**config.mk**
```make
export PLATFORM = sky130hd
export DESIGN_NAME = cpu
export DESIGN_NICKNAME = d
export VERILOG_FILES = /design/src/source/cpu_pkg.sv /design/src/source/instruction_decoder.sv /design/src/source/program_counter.sv /design/src/source/reg_file.sv /design/src/source/alu.sv /design/src/source/cpu.sv
export SDC_FILE = /design/constraint.sdc
export NUM_CORES = 1
export LEC_CHECK = 0
export BUFFER_PORTS_ARGS = -buffer_cell sky130_fd_sc_hd__buf_4
export CELL_PAD_IN_SITES_DETAIL_PLACEMENT = 0
export CELL_PAD_IN_SITES_GLOBAL_PLACEMENT = 1
export CORE_ASPECT_RATIO = 1.1
export CORE_MARGIN = 2
export CORE_UTILIZATION = 49
export DETAILED_ROUTE_END_ITERATION = 8
export PLACE_DENSITY_LB_ADDON = 0.1
export SLEW_MARGIN = 20
export SYNTH_ARGS = -nofsm -noshare
export SYNTH_HDL_FRONTEND = slang
export SYNTH_SLANG_ARGS = --single-unit
```
**constraint.sdc**
```tcl
create_clock -name CLK -period 7.1 [get_ports CLK]
set_clock_uncertainty 0.15 [all_clocks]
set_input_delay 0 -clock CLK [delete_from_list [all_inputs] [get_ports CLK]]
set_output_delay 0 -clock CLK [all_outputs]
set_load 0.05 [all_outputs]
```
**src/source/cpu_pkg.sv**
```systemverilog
package cpu_pkg;

    // basic widths
    typedef logic [31:0] word_t;      // instruction word and pc
    typedef logic [7:0]  data_t;      // register and memory byte
    typedef logic [2:0]  reg_addr_t;  // register index
    typedef logic [7:0]  opcode_t;    // opcode field
    typedef logic [1:0]  alu_op_t;    // alu function select

    // instruction field start bits
    localparam int OPCODE_LSB = 24;
    localparam int OFFSET_LSB = 16;   // branch and jump offset
    localparam int DEST_LSB   = 16;   // overlaps offset, never used together
    localparam int SRC1_LSB   = 8;
    localparam int SRC2_LSB   = 0;

    // pc moves one word per instruction
    localparam word_t PC_STEP = 32'd4;

    localparam int NUM_REGS = 8;

    // opcodes
    localparam opcode_t OP_LOADI = 8'd0;
    localparam opcode_t OP_MOV   = 8'd1;
    localparam opcode_t OP_ADD   = 8'd2;
    localparam opcode_t OP_SUB   = 8'd3;
    localparam opcode_t OP_AND   = 8'd4;
    localparam opcode_t OP_OR    = 8'd5;
    localparam opcode_t OP_J     = 8'd6;
    localparam opcode_t OP_BEQ   = 8'd7;
    // 8 to 11 are unused
    localparam opcode_t OP_BNE   = 8'd12;
    localparam opcode_t OP_LWD   = 8'd13;  // load, address in register
    localparam opcode_t OP_LWI   = 8'd14;  // load, address in immediate
    localparam opcode_t OP_SWD   = 8'd15;  // store, address in register
    localparam opcode_t OP_SWI   = 8'd16;  // store, address in immediate

    // alu functions
    localparam alu_op_t ALU_FWD = 2'd0;    // pass operand 2
    localparam alu_op_t ALU_ADD = 2'd1;
    localparam alu_op_t ALU_AND = 2'd2;
    localparam alu_op_t ALU_OR  = 2'd3;

endpackage

```
**src/source/instruction_decoder.sv**
```systemverilog
`timescale 1ns/100ps

module instruction_decoder
(
    input  logic                 RESET,
    input  cpu_pkg::word_t       instruction,
    output cpu_pkg::reg_addr_t   src1,
    output cpu_pkg::reg_addr_t   src2,
    output cpu_pkg::reg_addr_t   dest,
    output cpu_pkg::data_t       immediate,
    output cpu_pkg::data_t       offset,
    output cpu_pkg::alu_op_t     alu_op,
    output logic                 negate,
    output logic                 use_imm,
    output logic                 reg_write,
    output logic                 mem_to_reg,
    output logic                 branch_eq,
    output logic                 branch_ne,
    output logic                 jump,
    output logic                 mem_read,
    output logic                 mem_write
);
    import cpu_pkg::*;

    opcode_t opcode;
    logic    rd_req;   // decoded load
    logic    wr_req;   // decoded store

    assign opcode    = instruction[OPCODE_LSB +: $bits(opcode_t)];
    assign offset    = instruction[OFFSET_LSB +: $bits(data_t)];
    assign dest      = instruction[DEST_LSB +: $bits(reg_addr_t)];
    assign src1      = instruction[SRC1_LSB +: $bits(reg_addr_t)];
    assign src2      = instruction[SRC2_LSB +: $bits(reg_addr_t)];
    assign immediate = instruction[$bits(data_t)-1:0];

    always_comb
    begin
        alu_op     = ALU_FWD;
        negate     = 1'b0;
        use_imm    = 1'b0;
        reg_write  = 1'b0;
        mem_to_reg = 1'b0;
        branch_eq  = 1'b0;
        branch_ne  = 1'b0;
        jump       = 1'b0;
        rd_req     = 1'b0;
        wr_req     = 1'b0;
        case (opcode)
            OP_LOADI:
            begin
                use_imm   = 1'b1;
                reg_write = 1'b1;
            end
            OP_MOV:    reg_write = 1'b1;   // forward of data2
            OP_ADD:
            begin
                alu_op    = ALU_ADD;
                reg_write = 1'b1;
            end
            OP_SUB:
            begin
                alu_op    = ALU_ADD;
                negate    = 1'b1;          // add of the negated operand
                reg_write = 1'b1;
            end
            OP_AND:
            begin
                alu_op    = ALU_AND;
                reg_write = 1'b1;
            end
            OP_OR:
            begin
                alu_op    = ALU_OR;
                reg_write = 1'b1;
            end
            OP_J:      jump = 1'b1;
            OP_BEQ:
            begin
                alu_op    = ALU_ADD;       // zero flag compares the sources
                negate    = 1'b1;
                branch_eq = 1'b1;
            end
            OP_BNE:
            begin
                alu_op    = ALU_ADD;
                negate    = 1'b1;
                branch_ne = 1'b1;
            end
            OP_LWD:
            begin
                reg_write  = 1'b1;
                mem_to_reg = 1'b1;
                rd_req     = 1'b1;
            end
            OP_LWI:
            begin
                use_imm    = 1'b1;
                reg_write  = 1'b1;
                mem_to_reg = 1'b1;
                rd_req     = 1'b1;
            end
            OP_SWD:    wr_req = 1'b1;      // address from src2, data from src1
            OP_SWI:
            begin
                use_imm = 1'b1;
                wr_req  = 1'b1;
            end
            default:   ;                   // unknown opcode acts as a nop
        endcase
    end

    // no memory traffic while in reset
    assign mem_read  = rd_req & ~RESET;
    assign mem_write = wr_req & ~RESET;

    // checked on every instruction change, against the settled decode
    a_strobe_excl: assert property (@(instruction) !(mem_read && mem_write))
        else $error("mem_read and mem_write high together");

endmodule

```
**src/source/program_counter.sv**
```systemverilog
`timescale 1ns/100ps

module program_counter
(
    input  logic            CLK,
    input  logic            RESET,
    input  logic            mem_busywait,
    input  logic            jump,
    input  logic            branch_eq,
    input  logic            branch_ne,
    input  logic            zero,
    input  cpu_pkg::data_t  offset,
    output cpu_pkg::word_t  pc
);
    import cpu_pkg::*;

    word_t pc_plus4;
    word_t offset_ext;   // sign extended, in bytes
    word_t target;
    word_t next_pc;
    logic  taken;

    assign pc_plus4 = pc + PC_STEP;

    // offset counts words, so shift by two
    assign offset_ext = {{($bits(word_t) - $bits(data_t) - 2){offset[$bits(data_t)-1]}},
                         offset, 2'b00};

    assign target = pc_plus4 + offset_ext;   // relative to the next instruction

    assign taken = (branch_eq & zero) | (branch_ne & ~zero);

    assign next_pc = (jump | taken) ? target : pc_plus4;

    always_ff @(posedge CLK)
    begin
        if (RESET)
        begin
            pc <= '0;
        end
        else if (!mem_busywait)   // hold until the memory access completes
        begin
            pc <= next_pc;
        end
    end

    a_pc_aligned: assert property (@(posedge CLK) disable iff (RESET)
                                   pc[1:0] == 2'b00)
        else $error("pc not word aligned");

endmodule

```
**src/source/reg_file.sv**
```systemverilog
`timescale 1ns/100ps

module reg_file
(
    input  logic                CLK,
    input  logic                RESET,
    input  cpu_pkg::reg_addr_t  src1,
    input  cpu_pkg::reg_addr_t  src2,
    input  cpu_pkg::reg_addr_t  dest,
    input  logic                reg_write,
    input  logic                mem_to_reg,
    input  logic                mem_busywait,
    input  cpu_pkg::data_t      alu_result,
    input  cpu_pkg::data_t      mem_readdata,
    output cpu_pkg::data_t      data1,
    output cpu_pkg::data_t      data2
);
    import cpu_pkg::*;

    data_t [NUM_REGS-1:0] regs;
    data_t                write_data;
    logic                 write_en;

    // loads take the memory byte, everything else the alu result
    assign write_data = mem_to_reg ? mem_readdata : alu_result;

    // a stalled load must not write stale read data
    assign write_en = reg_write & ~mem_busywait;

    always_ff @(posedge CLK)
    begin
        if (RESET)
        begin
            regs <= '0;
        end
        else if (write_en)
        begin
            regs[dest] <= write_data;
        end
    end

    assign data1 = regs[src1];   // also the store data
    assign data2 = regs[src2];

    // busywait at an edge means nothing retires there
    a_stall_hold: assert property (@(posedge CLK) disable iff (RESET)
                                   mem_busywait |=> $stable(regs))
        else $error("register written during a memory stall");

endmodule

```
**src/source/alu.sv**
```systemverilog
`timescale 1ns/100ps

module alu
(
    input  cpu_pkg::data_t   data1,
    input  cpu_pkg::data_t   data2,
    input  cpu_pkg::data_t   immediate,
    input  cpu_pkg::alu_op_t alu_op,
    input  logic             negate,
    input  logic             use_imm,
    output cpu_pkg::data_t   alu_result,
    output logic             zero
);
    import cpu_pkg::*;

    data_t operand2;
    data_t reg_operand;   // data2 or its two's complement
    data_t sum;

    assign reg_operand = negate ? (~data2 + 8'd1) : data2;

    assign operand2 = use_imm ? immediate : reg_operand;

    assign sum = data1 + operand2;   // wraps at 8 bits

    always_comb
    begin
        case (alu_op)
            ALU_FWD: alu_result = operand2;
            ALU_ADD: alu_result = sum;
            ALU_AND: alu_result = data1 & operand2;
            ALU_OR:  alu_result = data1 | operand2;
            default: alu_result = operand2;
        endcase
    end

    // beq and bne subtract, so this is data1 == data2
    assign zero = (sum == '0);

endmodule

```
**src/source/cpu.sv**
```systemverilog
`timescale 1ns/100ps

module cpu
(
    input  logic            CLK,
    input  logic            RESET,
    input  cpu_pkg::word_t  instruction,
    input  cpu_pkg::data_t  mem_readdata,
    input  logic            mem_busywait,
    output cpu_pkg::word_t  pc,
    output logic            mem_read,
    output logic            mem_write,
    output cpu_pkg::data_t  mem_address,
    output cpu_pkg::data_t  mem_writedata
);
    import cpu_pkg::*;

    reg_addr_t src1;
    reg_addr_t src2;
    reg_addr_t dest;
    data_t     immediate;
    data_t     offset;
    alu_op_t   alu_op;
    logic      negate;
    logic      use_imm;
    logic      reg_write;
    logic      mem_to_reg;
    logic      branch_eq;
    logic      branch_ne;
    logic      jump;
    data_t     data1;
    data_t     data2;
    data_t     alu_result;
    logic      zero;

    assign mem_address   = alu_result;   // loads and stores address through the alu
    assign mem_writedata = data1;

    instruction_decoder i_decoder
    (
        .RESET       (RESET),
        .instruction (instruction),
        .src1        (src1),
        .src2        (src2),
        .dest        (dest),
        .immediate   (immediate),
        .offset      (offset),
        .alu_op      (alu_op),
        .negate      (negate),
        .use_imm     (use_imm),
        .reg_write   (reg_write),
        .mem_to_reg  (mem_to_reg),
        .branch_eq   (branch_eq),
        .branch_ne   (branch_ne),
        .jump        (jump),
        .mem_read    (mem_read),
        .mem_write   (mem_write)
    );

    program_counter i_pc
    (
        .CLK          (CLK),
        .RESET        (RESET),
        .mem_busywait (mem_busywait),
        .jump         (jump),
        .branch_eq    (branch_eq),
        .branch_ne    (branch_ne),
        .zero         (zero),
        .offset       (offset),
        .pc           (pc)
    );

    reg_file i_reg_file
    (
        .CLK          (CLK),
        .RESET        (RESET),
        .src1         (src1),
        .src2         (src2),
        .dest         (dest),
        .reg_write    (reg_write),
        .mem_to_reg   (mem_to_reg),
        .mem_busywait (mem_busywait),
        .alu_result   (alu_result),
        .mem_readdata (mem_readdata),
        .data1        (data1),
        .data2        (data2)
    );

    alu i_alu
    (
        .data1      (data1),
        .data2      (data2),
        .immediate  (immediate),
        .alu_op     (alu_op),
        .negate     (negate),
        .use_imm    (use_imm),
        .alu_result (alu_result),
        .zero       (zero)
    );

endmodule

```
==> results.toml <==
[clock_tree]
cts_root_buf = "clkbuf_16"
ctsHoldBuffers = 2
cts-resized-gates = 0
htreeDepth = 3
cts.sinks = 94
worstSkewPairLatency_ns = 0.35
post_cts_buffers = 0
clock_path_buffers = 2
cts_made_buffers = 9
path_clk_slew_ns = 0.08
cts_tree = "yes"

[critical_path]
ff2ff_path_depth = 18
r2r-end = "i_pc.pc[12]$_SDFFE_PP0N_"
rrSetupSlack_ns = 1.63
worstSetupPathType = "flip-flop to flip-flop"
critPathMaxFanout = 23
r2r-start = "i_reg_file.regs[57]$_SDFFE_PP0P_"
critPathArrivalTime_ns = 5.51
startpoint_type = "flip-flop"
end_kind = "flip-flop"
cp.required_ns = 7.14

[grt]
grt_usage_pct = 25.81
met1_usage_pct = 32.53
grt_overflow = 0
met2_usage_pct = 46.10
grt.busiest_layer = "met2"
grt.met3_usage_pct = 3.279
grt_pass1_wl_um = 35800
antenna_found_initial = 0
first_global_vias = 6999
grt_max_degree = 81

[logic_synthesis]
syn_area_per_cell_um2 = 8.249
synth_ff_type = "dfxtp_1"
synthDistinctLibCells = 79
synthTopCellsByArea = "dfxtp_1 (24%), mux4_2 (9.0%), ha_1 (7.4%), nor2_1 (5.7%), a21oi_1 (3.9%)"
synth-seq-cells = 94
ys_seq_area_share_pct = 23.57
synth_warnings = 0
yosysTopAreaCell = "dfxtp_1"
async_flop_share_pct = 0
synth_area_um2 = 7985
netlist.area_leader.share_pct = 23.57
synth_edf_count = 0
synthCells = 968

[floorplanning]
rows = 48
initial_utilization_pct = 50.55
coreArea_um2 = 15800
die_height_um = 137.9
fp.dieW_um = 125.7
design.die.area_um2 = 17330
ios = 93

[layout]
area_delta_synth_final_pct = 12.47
drive_gt1_share_pct = 18.22
nNetsFinal = 1108
final_common_cell = "nor2_1"
final_util_pct = 56.86
diodes = 0
mostFrequentLayoutCells = "nor2_1 (122), dfxtp_1 (94), buf_4 (91)"

[route]
wl_um = 21920
drc_errors = 0
routedWlPerCell_um = 17.95
vias = 7263
drtIter0Drc = 306
viasPerCell = 5.948
first_pass_iters = 5
ant_nets = 0

[min_path]
min_path_type = "input port to flip-flop"
min-delay-start = "mem_readdata[1]"
whs_endpoint = "i_reg_file.regs[1]$_SDFFE_PP0P_"
hold_path_depth = 3

[timing]
slew_headroom_pct = 35.05
max_freq_ghz = 0.1829
rsz0062_at_grt = "false"
fin_crit_sh_pct = 77.02
tightest_slew_ns = 0.9743
worst_slack_ns = 1.632
whs_ns = 0.009527
fin_crit_ns = 5.468
hold_viol = 0
setup_viol = 0
fin_setup_tns_ns = 0
drv_slew = 0

[placement]
place_ws_ns = 1.550
io_buffers = 85
finalWeightedCongestion = 0.8757
place_hpwl_um = 15810

[power]
total_power_w = 0.001319
peakVddDrop_mv = 0.1390
leakagePower_nw = 3.751
pwr_density_cell_nw_per_um2 = 146.9

[run]
maxCapViolations = 0

[status]
status = "finished, final reports clean"
==> layout make-up <==
class,instances,area (um^2)
clock buffer,9,225.2
clock inverter,7,80.08
sequential,94,1882
multi-input combinational,778,5690
timing repair buffer,93,703.2
tap,200,250.2
fill,1555,6814
inverter,40,150.1
==> cell usage after synthesis (all sizes together) (13+ instances only) <==
cell / instances
a21oi: 69
a211oi: 39
nor3: 30
clkbuf: 41
nor2: 122
o21ai: 56
xor2: 25
nand2: 79
dfxtp: 94
inv: 40
a221oi: 15
nor3b: 13
ha: 47
mux4: 32
nand3: 33
mux2i: 28
xnor2: 36
a21o: 19
buf: 16
==> critical path: stages (launching register included) <==
cell      delay [ns]
dfxtp_1         0.33
mux4_2          0.48
mux2_2          0.31
inv_1           0.06
ha_1            0.18
a31oi_1         0.10
xnor2_1         0.17
mux2i_1         0.36
ha_1            0.39
nor2b_1         0.19
a221oi_2        0.24
o311ai_1        0.19
or4_4           0.58
o21a_1          0.23
a21oi_4         0.52
buf_4           0.39
nor2_1          0.08
a221oi_1        0.27
nor3_1          0.08
==> state kept, by name, indices dropped and copies added, names as in the netlist <==
name	flops
i_pc.pc	30
i_reg_file.regs	64
==> worst max path at each step <==
stage                                           startpoint                        to
after CTS                 i_reg_file.regs[25]$_SDFFE_PP0P_  i_pc.pc[12]$_SDFFE_PP0N_
after global placement                      instruction[0]  i_pc.pc[12]$_SDFFE_PP0N_
final                     i_reg_file.regs[57]$_SDFFE_PP0P_  i_pc.pc[12]$_SDFFE_PP0N_
after floorplan                             instruction[8]  i_pc.pc[13]$_SDFFE_PP0N_
after global routing      i_reg_file.regs[25]$_SDFFE_PP0P_  i_pc.pc[12]$_SDFFE_PP0N_
after detailed placement                    instruction[0]  i_pc.pc[17]$_SDFFE_PP0N_
==> kinds of logic (layout without fill, tap and decap cells) <==
family	after synthesis	count (layout)	synth area share, %
AOI/OAI and AO/OA	250	250	21.67
xor gates and xnor gates	61	61	6.691
adders and majority gates	49	49	7.866
buffers and inverters	97	149	5.218
DFF	94	94	23.57
muxes	72	72	14.37
other	1	2	0.04696
and+or+nand+nor	344	344	20.57
==> routing by layer <==
layer  vias up  part of all wire [%]
li1       3645                     -
met1      3419                    45
met2       168                    49
met3        31                   3.7
met4         0                   2.4
met5         -                     0
==> stage by stage <==
stage / cells / instance area, um^2
2_1_floorplan: 969 / 7989
3_3_place_gp: 1203 / 8656
6_report: 1221 / 8981
3_5_place_dp: 1203 / 8656
4_1_cts: 1221 / 8981
5_1_grt: 1221 / 8981
==> where the power goes <==
part	total [W]	switching, W	internal (W)	leakage (nW)
logic	0.000275	0.000171	0.000104	2.84
registers	0.000546	0.0000108	0.000535	0.761
clock network	0.000499	0.000248	0.000251	0.146
total	0.00132	0.000429	0.000890	3.75
Power figures use the tool's default switching activity.
